===== src/mem_types_pkg.sv =====
package mem_types_pkg;

    typedef logic [31:0] addr_t;
    typedef logic [31:0] word_t;
    typedef logic [1:0]  size_t;

    localparam size_t SIZE_BYTE = 2'd0;
    localparam size_t SIZE_HALF = 2'd1;
    localparam size_t SIZE_WORD = 2'd2;

    // Widest word index in a line, enough for 8-word lines
    localparam int LINE_IDX_MAX = 3;

    // Segment codes in the top three address bits
    localparam logic [2:0] SEG_KSEG0 = 3'b100;
    localparam logic [2:0] SEG_KSEG1 = 3'b101;

    typedef union packed {
        struct packed {
            logic [2:0]  seg;
            logic [28:0] rest;
        } seg_view;
        struct packed {
            logic [29-LINE_IDX_MAX:0] tag;
            logic [LINE_IDX_MAX-1:0]  idx;   // Buffers use only the low bits they need
            logic [1:0]               off;
        } line_view;
    } paddr_u;

endpackage


===== src/mem_bus_pkg.sv =====
package mem_bus_pkg;

    // Core side, req/addr_ok/data_ok handshake
    typedef struct packed {
        logic                 req;
        logic                 wr;
        mem_types_pkg::size_t size;
        mem_types_pkg::addr_t addr;
        mem_types_pkg::word_t wdata;   // Byte lanes follow the address offset
    } sramx_req_t;

    typedef struct packed {
        logic                 addr_ok;
        logic                 data_ok;
        mem_types_pkg::word_t rdata;
    } sramx_resp_t;

    // Single-word four-phase req/ack bus
    typedef struct packed {
        logic                 req;
        logic                 wr;
        mem_types_pkg::size_t size;
        mem_types_pkg::addr_t addr;
        mem_types_pkg::word_t wdata;
    } wbus_req_t;

    typedef struct packed {
        logic                 ack;
        mem_types_pkg::word_t rdata;   // Valid while ack is high
    } wbus_resp_t;

endpackage


===== src/addr_translator.sv =====
`timescale 1ns/1ps

module addr_translator (
    input  logic                     aclk,
    input  logic                     rst_n,
    input  mem_bus_pkg::sramx_req_t  imem_req,
    input  mem_bus_pkg::sramx_req_t  dmem_req,
    output mem_bus_pkg::sramx_resp_t imem_resp,
    output mem_bus_pkg::sramx_resp_t dmem_resp,
    output mem_bus_pkg::sramx_req_t  icached_req,
    input  mem_bus_pkg::sramx_resp_t icached_resp,
    output mem_bus_pkg::sramx_req_t  dcached_req,
    input  mem_bus_pkg::sramx_resp_t dcached_resp,
    output mem_bus_pkg::sramx_req_t  uncached_req,
    input  mem_bus_pkg::sramx_resp_t uncached_resp
);
    import mem_types_pkg::*;

    paddr_u d_vaddr;
    logic   d_uncached;     // Current data request targets kseg1
    logic   owner_unc;      // Path that accepted the outstanding data request

    // kseg0 and kseg1 both map onto the low 512 MB
    function automatic addr_t translate(addr_t vaddr);
        paddr_u pa;
        pa = vaddr;
        if (pa.seg_view.seg == SEG_KSEG0 || pa.seg_view.seg == SEG_KSEG1) begin
            pa.seg_view.seg = 3'b000;
        end
        return pa;
    endfunction

    assign d_vaddr    = dmem_req.addr;
    assign d_uncached = (d_vaddr.seg_view.seg == SEG_KSEG1);

    always_comb begin
        // Instruction fetches always go through the buffer
        icached_req      = imem_req;
        icached_req.addr = translate(imem_req.addr);
        imem_resp        = icached_resp;

        dcached_req      = dmem_req;
        dcached_req.addr = translate(dmem_req.addr);
        dcached_req.req  = dmem_req.req & ~d_uncached;
        uncached_req     = dcached_req;
        uncached_req.req = dmem_req.req & d_uncached;

        dmem_resp.addr_ok = d_uncached ? uncached_resp.addr_ok : dcached_resp.addr_ok;
        dmem_resp.data_ok = owner_unc ? uncached_resp.data_ok : dcached_resp.data_ok;
        dmem_resp.rdata   = owner_unc ? uncached_resp.rdata : dcached_resp.rdata;
    end

    always_ff @(posedge aclk or negedge rst_n) begin
        if (!rst_n) begin
            owner_unc <= 1'b0;
        end else if (dmem_resp.addr_ok) begin
            owner_unc <= d_uncached;
        end
    end

endmodule


===== src/line_buffer.sv =====
`timescale 1ns/1ps

module line_buffer #(
    parameter int LINE_WORDS = 4
) (
    input  logic                     aclk,
    input  logic                     rst_n,
    input  mem_bus_pkg::sramx_req_t  sramx_req,
    output mem_bus_pkg::sramx_resp_t sramx_resp,
    output mem_bus_pkg::wbus_req_t   wbus_req,
    input  mem_bus_pkg::wbus_resp_t  wbus_resp
);
    import mem_types_pkg::*;
    import mem_bus_pkg::*;

    localparam int         IDX_BITS = $clog2(LINE_WORDS);
    localparam logic [1:0] S_IDLE   = 2'd0;
    localparam logic [1:0] S_REQ    = 2'd1;   // Word-bus req high, waiting for ack
    localparam logic [1:0] S_REL    = 2'd2;   // Req dropped, waiting for ack to fall

    logic [1:0]           state_q;
    logic                 valid_q;
    logic                 fill_q;
    logic [IDX_BITS-1:0]  cnt_q;
    logic                 data_ok_q;
    logic [29-IDX_BITS:0] tag_q;
    word_t                line_q [LINE_WORDS];
    sramx_req_t           op_q;
    word_t                rdata_q;

    paddr_u               pa;
    logic [29:0]          req_word;
    logic [IDX_BITS-1:0]  req_idx;
    logic                 hit;
    logic                 accept;
    logic                 miss;
    logic [3:0]           be;

    function automatic logic [3:0] byte_en(size_t size, logic [1:0] off);
        case (size)
            SIZE_BYTE: return 4'b0001 << off;
            SIZE_HALF: return 4'b0011 << off;
            default:   return 4'b1111;
        endcase
    endfunction

    assign pa       = sramx_req.addr;
    assign req_word = {pa.line_view.tag, pa.line_view.idx};
    assign req_idx  = pa.line_view.idx[IDX_BITS-1:0];
    assign hit      = valid_q && (tag_q == req_word[29:IDX_BITS]);
    assign accept   = (state_q == S_IDLE) && sramx_req.req && (sramx_req.wr || hit);
    assign miss     = (state_q == S_IDLE) && sramx_req.req && !accept;
    assign be       = byte_en(sramx_req.size, pa.line_view.off);

    assign sramx_resp.addr_ok = accept;
    assign sramx_resp.data_ok = data_ok_q;
    assign sramx_resp.rdata   = rdata_q;

    assign wbus_req.req   = (state_q == S_REQ);
    assign wbus_req.wr    = ~fill_q;
    assign wbus_req.size  = fill_q ? SIZE_WORD : op_q.size;
    assign wbus_req.addr  = fill_q ? {tag_q, cnt_q, 2'b00} : op_q.addr;
    assign wbus_req.wdata = op_q.wdata;

    always_ff @(posedge aclk or negedge rst_n) begin
        if (!rst_n) begin
            state_q   <= S_IDLE;
            valid_q   <= 1'b0;
            fill_q    <= 1'b0;
            cnt_q     <= '0;
            data_ok_q <= 1'b0;
        end else begin
            data_ok_q <= 1'b0;
            case (state_q)
                S_IDLE: begin
                    if (accept) begin
                        data_ok_q <= ~sramx_req.wr;   // Read hit answers next cycle
                        fill_q    <= 1'b0;
                        state_q   <= sramx_req.wr ? S_REQ : S_IDLE;
                    end else if (miss) begin
                        // Line is dropped until the refill has finished
                        valid_q <= 1'b0;
                        fill_q  <= 1'b1;
                        cnt_q   <= '0;
                        state_q <= S_REQ;
                    end
                end
                S_REQ: begin
                    if (wbus_resp.ack) begin
                        state_q <= S_REL;
                    end
                end
                S_REL: begin
                    if (!wbus_resp.ack) begin
                        if (!fill_q) begin
                            data_ok_q <= 1'b1;
                            state_q   <= S_IDLE;
                        end else if (&cnt_q) begin
                            valid_q <= 1'b1;     // The held request now hits in IDLE
                            state_q <= S_IDLE;
                        end else begin
                            cnt_q   <= cnt_q + 1'b1;
                            state_q <= S_REQ;
                        end
                    end
                end
                default: state_q <= S_IDLE;
            endcase
        end
    end

    always_ff @(posedge aclk) begin
        if (miss) begin
            tag_q <= req_word[29:IDX_BITS];
        end
        if (accept) begin
            op_q    <= sramx_req;
            rdata_q <= line_q[req_idx];
        end
        if (accept && sramx_req.wr && hit) begin
            for (int i = 0; i < 4; i++) begin
                if (be[i]) begin
                    line_q[req_idx][8*i +: 8] <= sramx_req.wdata[8*i +: 8];
                end
            end
        end
        if (state_q == S_REQ && wbus_resp.ack && fill_q) begin
            line_q[cnt_q] <= wbus_resp.rdata;
        end
    end

endmodule


===== src/uncached_port.sv =====
`timescale 1ns/1ps

module uncached_port (
    input  logic                     aclk,
    input  logic                     rst_n,
    input  mem_bus_pkg::sramx_req_t  sramx_req,
    output mem_bus_pkg::sramx_resp_t sramx_resp,
    output mem_bus_pkg::wbus_req_t   wbus_req,
    input  mem_bus_pkg::wbus_resp_t  wbus_resp
);
    import mem_types_pkg::*;
    import mem_bus_pkg::*;

    localparam logic [1:0] S_IDLE = 2'd0;
    localparam logic [1:0] S_REQ  = 2'd1;
    localparam logic [1:0] S_REL  = 2'd2;

    logic [1:0] state_q;
    logic       data_ok_q;
    logic       accept;
    sramx_req_t op_q;
    word_t      rdata_q;

    assign accept = (state_q == S_IDLE) && sramx_req.req;

    assign sramx_resp.addr_ok = accept;
    assign sramx_resp.data_ok = data_ok_q;
    assign sramx_resp.rdata   = rdata_q;

    assign wbus_req.req   = (state_q == S_REQ);
    assign wbus_req.wr    = op_q.wr;
    assign wbus_req.size  = op_q.size;
    assign wbus_req.addr  = op_q.addr;
    assign wbus_req.wdata = op_q.wdata;

    always_ff @(posedge aclk or negedge rst_n) begin
        if (!rst_n) begin
            state_q   <= S_IDLE;
            data_ok_q <= 1'b0;
        end else begin
            data_ok_q <= 1'b0;
            case (state_q)
                S_IDLE:  if (accept) state_q <= S_REQ;
                S_REQ:   if (wbus_resp.ack) state_q <= S_REL;
                S_REL: begin
                    if (!wbus_resp.ack) begin
                        data_ok_q <= 1'b1;    // Answer once the handshake is closed
                        state_q   <= S_IDLE;
                    end
                end
                default: state_q <= S_IDLE;
            endcase
        end
    end

    always_ff @(posedge aclk) begin
        if (accept) begin
            op_q <= sramx_req;
        end
        if (state_q == S_REQ && wbus_resp.ack) begin
            rdata_q <= wbus_resp.rdata;
        end
    end

endmodule


===== src/bus_arbiter.sv =====
`timescale 1ns/1ps

module bus_arbiter (
    input  logic                    aclk,
    input  logic                    rst_n,
    input  mem_bus_pkg::wbus_req_t  ibuf_req,
    input  mem_bus_pkg::wbus_req_t  dbuf_req,
    input  mem_bus_pkg::wbus_req_t  unc_req,
    output mem_bus_pkg::wbus_resp_t ibuf_resp,
    output mem_bus_pkg::wbus_resp_t dbuf_resp,
    output mem_bus_pkg::wbus_resp_t unc_resp,
    output mem_bus_pkg::wbus_req_t  mem_req,
    input  mem_bus_pkg::wbus_resp_t mem_resp
);
    localparam logic [1:0] G_NONE = 2'd0;
    localparam logic [1:0] G_UNC  = 2'd1;
    localparam logic [1:0] G_DBUF = 2'd2;
    localparam logic [1:0] G_IBUF = 2'd3;

    logic [1:0] grant_q;
    logic [1:0] pick;
    logic [1:0] sel;

    // Uncached first, then data, then instruction
    always_comb begin
        if (unc_req.req) begin
            pick = G_UNC;
        end else if (dbuf_req.req) begin
            pick = G_DBUF;
        end else if (ibuf_req.req) begin
            pick = G_IBUF;
        end else begin
            pick = G_NONE;
        end
    end

    assign sel = (grant_q != G_NONE) ? grant_q : pick;   // New winner passes through at once

    always_comb begin
        case (sel)
            G_UNC:   mem_req = unc_req;
            G_DBUF:  mem_req = dbuf_req;
            G_IBUF:  mem_req = ibuf_req;
            default: mem_req = '0;
        endcase
    end

    assign unc_resp.ack    = (sel == G_UNC) && mem_resp.ack;
    assign unc_resp.rdata  = mem_resp.rdata;
    assign dbuf_resp.ack   = (sel == G_DBUF) && mem_resp.ack;
    assign dbuf_resp.rdata = mem_resp.rdata;
    assign ibuf_resp.ack   = (sel == G_IBUF) && mem_resp.ack;
    assign ibuf_resp.rdata = mem_resp.rdata;

    always_ff @(posedge aclk or negedge rst_n) begin
        if (!rst_n) begin
            grant_q <= G_NONE;
        end else if (grant_q == G_NONE) begin
            grant_q <= pick;
        end else if (!mem_req.req && !mem_resp.ack) begin
            grant_q <= G_NONE;   // Both phases of the handshake are back to low
        end
    end

endmodule


===== src/cache_layer.sv =====
`timescale 1ns/1ps

module cache_layer #(
    parameter int LINE_WORDS = 4
) (
    input  logic                     aclk,
    input  logic                     rst_n,
    input  mem_bus_pkg::sramx_req_t  imem_req,
    input  mem_bus_pkg::sramx_req_t  dmem_req,
    output mem_bus_pkg::sramx_resp_t imem_resp,
    output mem_bus_pkg::sramx_resp_t dmem_resp,
    output mem_bus_pkg::wbus_req_t   mem_req,
    input  mem_bus_pkg::wbus_resp_t  mem_resp
);
    import mem_bus_pkg::*;

    sramx_req_t  icached_req,  dcached_req,  uncached_req;
    sramx_resp_t icached_resp, dcached_resp, uncached_resp;
    wbus_req_t   ibuf_wreq,  dbuf_wreq,  unc_wreq;
    wbus_resp_t  ibuf_wresp, dbuf_wresp, unc_wresp;

    addr_translator translator_inst (
        .aclk, .rst_n,
        .imem_req, .dmem_req,
        .imem_resp, .dmem_resp,
        .icached_req, .icached_resp,
        .dcached_req, .dcached_resp,
        .uncached_req, .uncached_resp
    );

    line_buffer #(.LINE_WORDS(LINE_WORDS)) ibuf_inst (
        .aclk, .rst_n,
        .sramx_req(icached_req), .sramx_resp(icached_resp),
        .wbus_req(ibuf_wreq),    .wbus_resp(ibuf_wresp)
    );

    line_buffer #(.LINE_WORDS(LINE_WORDS)) dbuf_inst (
        .aclk, .rst_n,
        .sramx_req(dcached_req), .sramx_resp(dcached_resp),
        .wbus_req(dbuf_wreq),    .wbus_resp(dbuf_wresp)
    );

    uncached_port unc_inst (
        .aclk, .rst_n,
        .sramx_req(uncached_req), .sramx_resp(uncached_resp),
        .wbus_req(unc_wreq),      .wbus_resp(unc_wresp)
    );

    bus_arbiter arbiter_inst (
        .aclk, .rst_n,
        .ibuf_req(ibuf_wreq),   .dbuf_req(dbuf_wreq),   .unc_req(unc_wreq),
        .ibuf_resp(ibuf_wresp), .dbuf_resp(dbuf_wresp), .unc_resp(unc_wresp),
        .mem_req, .mem_resp
    );

endmodule


===== config.mk =====
export PLATFORM = sky130hd
export DESIGN_NAME = cache_layer
export DESIGN_NICKNAME = d
export VERILOG_FILES = /design/src/mem_types_pkg.sv /design/src/mem_bus_pkg.sv /design/src/addr_translator.sv /design/src/line_buffer.sv /design/src/uncached_port.sv /design/src/bus_arbiter.sv /design/src/cache_layer.sv
export SDC_FILE = /design/constraint.sdc
export NUM_CORES = 1
export LEC_CHECK = 0
export BUFFER_PORTS_ARGS = -buffer_cell sky130_fd_sc_hd__buf_2
export CORE_AREA = 5 5 299 301
export CTS_BUF_LIST = sky130_fd_sc_hd__clkbuf_4 sky130_fd_sc_hd__clkbuf_8
export DETAILED_ROUTE_END_ITERATION = 12
export DIE_AREA = 0 0 304 306
export SKIP_LAST_GASP = 1
export SLEW_MARGIN = 20
export SYNTH_ARGS = -nofsm -noshare
export SYNTH_HDL_FRONTEND = slang
export SYNTH_HIERARCHICAL = 1
export SYNTH_SLANG_ARGS = --single-unit

===== constraint.sdc =====
create_clock -name aclk -period 8.65 [get_ports aclk]
set_input_delay 0.865 -clock aclk [delete_from_list [all_inputs] [get_ports aclk]]
set_output_delay 0.865 -clock aclk [all_outputs]
set_load 0.03 [all_outputs]

* Word-level counts from Yosys, hierarchy flattened
Memories as Yosys holds them, arrays and structs flattened. A register that Yosys moved wholly into a read port is not among the register bits.
Cells that the tools add are included.
W data, S select, Z words.
** Cells by class
- Add/sub/neg operators :: 2
- Equality and inequality tests :: 36
- Shift operators :: 4
- Multiplexer cells :: 110
- Bitwise gates (word level) :: 7
- Reductions and logical operators :: 55
** Operator list (count)
- $pmux W68 S3 :: 1
- $mux W32 :: 5
- $mux W2 :: 33
- $reduce_or A32 Y1 :: 2
- $eq A28 B28 Y1 :: 2
- $mux W1 :: 56
- $reduce_and A6 Y1 :: 4
- $logic_and A1 B1 Y1 :: 22
- $ne A2 B2 Y1 const B :: 10
- $pmux W2 S3 :: 3
- $pmux W4 S2 :: 2
- $ne A2 B1 Y1 const B :: 7
- $eq A2 B1 Y1 const B :: 6
- $eq A3 B3 Y1 const B :: 4
- $logic_not A2 Y1 :: 6
- $reduce_bool A2 Y1 :: 6
- $eq A2 B2 Y1 const B :: 5
- $reduce_and A3 Y1 :: 3
- $mux W4 :: 2
- $pmux W1 S2 :: 4
- $pmux W2 S2 :: 2
- $reduce_and A2 Y1 :: 4
- $shl A1 B2 Y4 const A :: 2
- $shl A2 B2 Y4 const A :: 2
- other kinds (7) :: 21
** Storage, ports and cells
- Flip-flop bits (word level) :: 307
- RAM bits :: 256
- Input bits :: 171
- Output and inout bits :: 136
- Word-level logic and storage cells :: 243
- Memories :: 2
** Memory list
- dbuf_inst.line_q :: words 4, bits a word 32, rd ports 1, clocked after Yosys merged registers in 1, write ports 1, RTL line line_buffer.sv:27 : word_t line_q [LINE_WORDS];
- ibuf_inst.line_q :: words 4, bits a word 32, rd ports 1, clocked after Yosys merged registers in 1, write ports 1, RTL line line_buffer.sv:27

* Depth between registers and ports, before layout
- Depth after elaboration :: 13
- Gate-level depth with buffers :: 13

* Hierarchy
The synthesis kept the hierarchy.
** By module, submodules not included
- line_buffer at dbuf_inst :: times used 1, cells an instance 605, area an instance 10441.3 µm²
- line_buffer at ibuf_inst :: times used 1, cells an instance 598, area an instance 10416.2 µm²
- uncached_port :: times used 1, cells an instance 112, area an instance 3123.0 µm²
- bus_arbiter :: times used 1, cells an instance 368, area an instance 2708.8 µm²
- addr_translator :: times used 1, cells an instance 283, area an instance 2393.5 µm²

* Worst setup path after synthesis
No wires, ideal clock.
- Kind :: in2out
- Start :: input dmem_req[62] (netlist name)
- End :: output dmem_resp[33] (netlist name)
- Arrival :: 7.670 ns
- Path slack :: 0.115 ns
- Cell stages on the path :: 10
- Path buffers :: 2
- Cells stage by stage :: inv_1 -> a21boi_0 -> xnor2_1 -> nand3_1 -> nor4_2 -> nand4_1 -> buf_2 -> a21oi_1 -> buf_4 -> a21o_1
** RTL lines
- start, declared :: RTL line cache_layer.sv:9 : input mem_bus_pkg::sramx_req_t dmem_req,
- end, declared :: RTL line cache_layer.sv:11 : output mem_bus_pkg::sramx_resp_t dmem_resp,

==> Implementation_results.wiki <==
{| class="wikitable"
! Metric !! Value
|-
| Top library cells by usage in the layout, fill and taps aside || sky130_fd_sc_hd__edfxtp_1, sky130_fd_sc_hd__buf_2, sky130_fd_sc_hd__nand2_1
|-
| Clock sink total || 627
|-
| Mean cell area of the mapped netlist || 14.79 µm²
|-
| Path type of the worst setup path || in -> out
|-
| Ratio of cells with drive above 1 in the final layout || 34.38%
|-
| Pre-antenna DRT Iters || 5
|-
| Number of instances in the synthesized netlist || 1966
|-
| Clock edge transition at the registers on the reported setup and hold paths || 0.06 ns
|-
| Drt initial violations || roughly 1400
|-
| Max-cap viol count || 0
|-
| Cts bufs inserted || 102
|-
| Synth Cell Area || 0.02908 mm²
|-
| Post-layout instance count excluding filler cells || 3177
|-
| Final worst hold slack || approximately 0.12 ns
|-
| Count of flip-flops with a built-in enable after synthesis || 607
|-
| DRC violation count after routing || 0
|-
| Relative slew slack || 28.63%
|-
| Number of distinct standard cells referenced by the synthesized netlist || 66
|-
| Final wirelength || 76.32 mm
|-
| Critical Path Sink Type || output port
|-
| Final routed wire length divided by cell count || 24.02 µm
|-
| Nets@finish || 2100
|-
| Global-route wire length before repair || 109.8 mm
|-
| Dpl cells || between 2000 and 3000
|-
| Full die area || around 0.093 mm²
|-
| Final setup violation count || 0
|-
| Sequential-to-total area share from yosys stat || 64.40%
|-
| Power density over the cells || 293.2 mW/mm²
|-
| Worst r2r src || dbuf_inst/state_q[1]$_DFFE_PN0P_
|-
| Number of H-tree levels || 3
|-
| Number of warnings printed during yosys synthesis || 6
|-
| Final min period || about 4.7 ns
|-
| Global routing usage summed across all routing layers || 15.78%
|-
| Routed vias || 15820
|-
| Final Wtd Congestion || 0.8403
|-
| Floorplan die height || 306 µm
|-
| Final hold violation count || 0
|-
| Antenna violations before repair || 29
|-
| Post-placement worst setup slack || roughly 3.6 ns
|-
| Core Footprint || 0.08635 mm²
|-
| Post-DR vias/cell || approximately 5.0
|-
| Ports || 307
|-
| Launching instance or port of the critical path || imem_req[62]
|-
| Leak || 10.78 nW
|-
| Setup repair after global routing missed its margin || no
|-
| GR Util met3 || 4.860%
|-
| Quantity of I/O buffers inserted on ports || around 310
|-
| Fill cell count || 8203
|-
| Number of flip-flops and latches in the synthesized netlist || 627
|-
| Most common cell after layout, fill and taps aside || sky130_fd_sc_hd__edfxtp_1
|-
| Run status || finished, final reports clean
|-
| Worst-Margin Slew || 1.071 ns
|-
| Starting density of the core || between 30% and 40%
|-
| Met2 track demand over resource || about a quarter
|-
| Met1 Usage GRT || 20.95%
|-
| Placement row count || ~110
|-
| Endpoint arrival time on the critical path || 3.88 ns
|-
| Area Overhead vs Synth || 6.466%
|-
| Worst min-delay path class || in -> async
|-
| FF/Latch Area || 0.01873 mm²
|-
| Worst Path Required || ~8 ns
|-
| Highest achievable clock rate || about 0.21 GHz
|-
| Number of global-route vias before repair || ~16000
|-
| Count of final max-slew check failures || 0
|-
| Share of the clock period used by the worst path || 54.89%
|-
| CTS tree || built
|-
| Count of nets left with antenna violations after detail routing || 0
|-
| Clock root buffer master || sky130_fd_sc_hd__clkbuf_8
|-
| Maximum resistive drop on vdd || 0.2486 mV
|-
| Worst Path Max Fanout || 48
|-
| Horizontal extent of the die || between 300 and 400 µm
|-
| Worst-Skew Late Latency || 0.71 ns
|-
| Clock Skews || 0.03261 ns
|-
| Final worst setup slack || 3.902 ns
|-
| Ys flop type || sky130_fd_sc_hd__edfxtp_1
|-
| Total design power || 9.079 mW
|-
| Placed Instance Area || a little under 0.03 mm²
|-
| Busiest layer in global routing || met2
|-
| Nets in the synthesized netlist || 2139
|-
| Grt ovf || 0
|-
| Worst-case clock buffer depth || 3
|-
| Combined area of the multi-input logic cells || 0.006873 mm²
|-
| Final standard cell utilization of the core || 35.86%
|-
| Fin Setup TNS || 0 ns
|-
| Number of hold-repair buffers added at the cts stage || 0
|-
| Share of flip-flops with an asynchronous set or reset after synthesis || 3.190%
|-
| Kind of start point of the critical path || input pin
|-
| HPWL after detailed placement || 52.07 mm
|-
| Post-route standard cell area excluding fillers || 0.03096 mm²
|-
| Largest net degree at the start of global routing || 100
|-
| Post-CTS Setup Bufs || 0
|-
| Post-cts gate resize count || 0
|}
[cell usage after synthesis, drive strengths merged (13+ instances only)]
cell / count / area [µm²]
mux4: 64 / 1441
nand2b: 21 / 131.4
a221o: 69 / 690.7
o31ai: 25 / 187.7
buf: 443 / 3276
inv: 29 / 108.9
o21ai: 78 / 390.4
dfrtp: 20 / 500.5
xnor2: 39 / 341.6
edfxtp: 607 / 18230
mux2: 93 / 1156
nor2: 20 / 77.58
nand2: 201 / 754.5
nand4: 13 / 87.58
clkbuf: 47 / 177.7
o2bb2ai: 69 / 604.3
a21oi: 18 / 93.84
[logic make-up (layout without fill, tap and decap cells)]
logic type | count (synthesis) | in the layout | share of synthesized area [%]
flip-flops | 627 | 627 | 64.40
multiplexers | 159 | 159 | 9.000
other | 0 | 18 | 0
adder cells (fa/ha/maj) | 2 | 2 | 0.08603
AO/OA/AOI/OAI | 292 | 292 | 7.658
AND/OR/NAND/NOR | 321 | 321 | 5.227
XOR/XNOR | 46 | 46 | 1.385
buffers and inverters | 519 | 557 | 12.25
[layout make-up]
| cell class | instances | share of cell area, % |
|---|---|---|
| sequential | 627 | 60.50 |
| antenna | 18 | 0.1455 |
| inverter | 29 | 0.3516 |
| timing repair buffer | 347 | 6.005 |
| tap | 1155 | 4.667 |
| clock inverter | 44 | 0.7556 |
| multi-input combinational | 820 | 22.20 |
| clock buffer | 137 | 5.382 |
[metal layers]
metal  vias up  routed length, µm
met1      8006              32220
met2       670              35050
met5         -                 71
li1       6975                  -
met3       159               6623
met4        10               2356
[state kept, by name, indices dropped and copies added (netlist names), 2 cells and up]
register              count
unc_inst/wbus_req        67
dbuf_inst/cnt_q           2
ibuf_inst/wbus_req       32
ibuf_inst/rdata_q        32
dbuf_inst/state_q         2
dbuf_inst/op_q           34
arbiter_inst/grant_q      2
dbuf_inst/tag_q          28
ibuf_inst/cnt_q           2
unc_inst/state_q          2
dbuf_inst/line_q        128
ibuf_inst/line_q        128
ibuf_inst/op_q           34
unc_inst/rdata_q         32
ibuf_inst/state_q         2
dbuf_inst/rdata_q        32
ibuf_inst/tag_q          28
dbuf_inst/wbus_req       32
[final timing paths]
path,depth (start not counted),slack [ns],end
worst max-delay path,10,3.90,imem_resp[33]
worst max register to register,10,4.46,dbuf_inst/line_q[0][22]$_DFFE_PP_
min in group aclk,1,0.35,ibuf_inst/wbus_req[14]$_DFFE_PN_
max in group asynchronous,1,8.15,translator_inst/owner_unc$_DFFE_PN0P_
worst min-delay path,1,0.12,ibuf_inst/data_ok_q$_DFF_PN0_
worst min register to register,1,0.55,unc_inst/state_q[0]$_DFFE_PN0P_
[power breakdown]
part           switching, mW  internal (mW)
combinational           2.02          0.867
sequential             0.123           3.63
clock                   1.18           1.26
[critical path, cell delays in order]
cell                       delay [ns]
sky130_fd_sc_hd__buf_2           0.14
sky130_fd_sc_hd__inv_1           0.04
sky130_fd_sc_hd__a21boi_0        0.51
sky130_fd_sc_hd__xnor2_1         0.20
sky130_fd_sc_hd__nand4_1         0.15
sky130_fd_sc_hd__nor4_4          0.35
sky130_fd_sc_hd__nand4_2         0.43
sky130_fd_sc_hd__a21oi_4         0.26
sky130_fd_sc_hd__buf_4           0.58
sky130_fd_sc_hd__buf_2           0.32
Note: power is estimated with default switching activity, not from simulation.
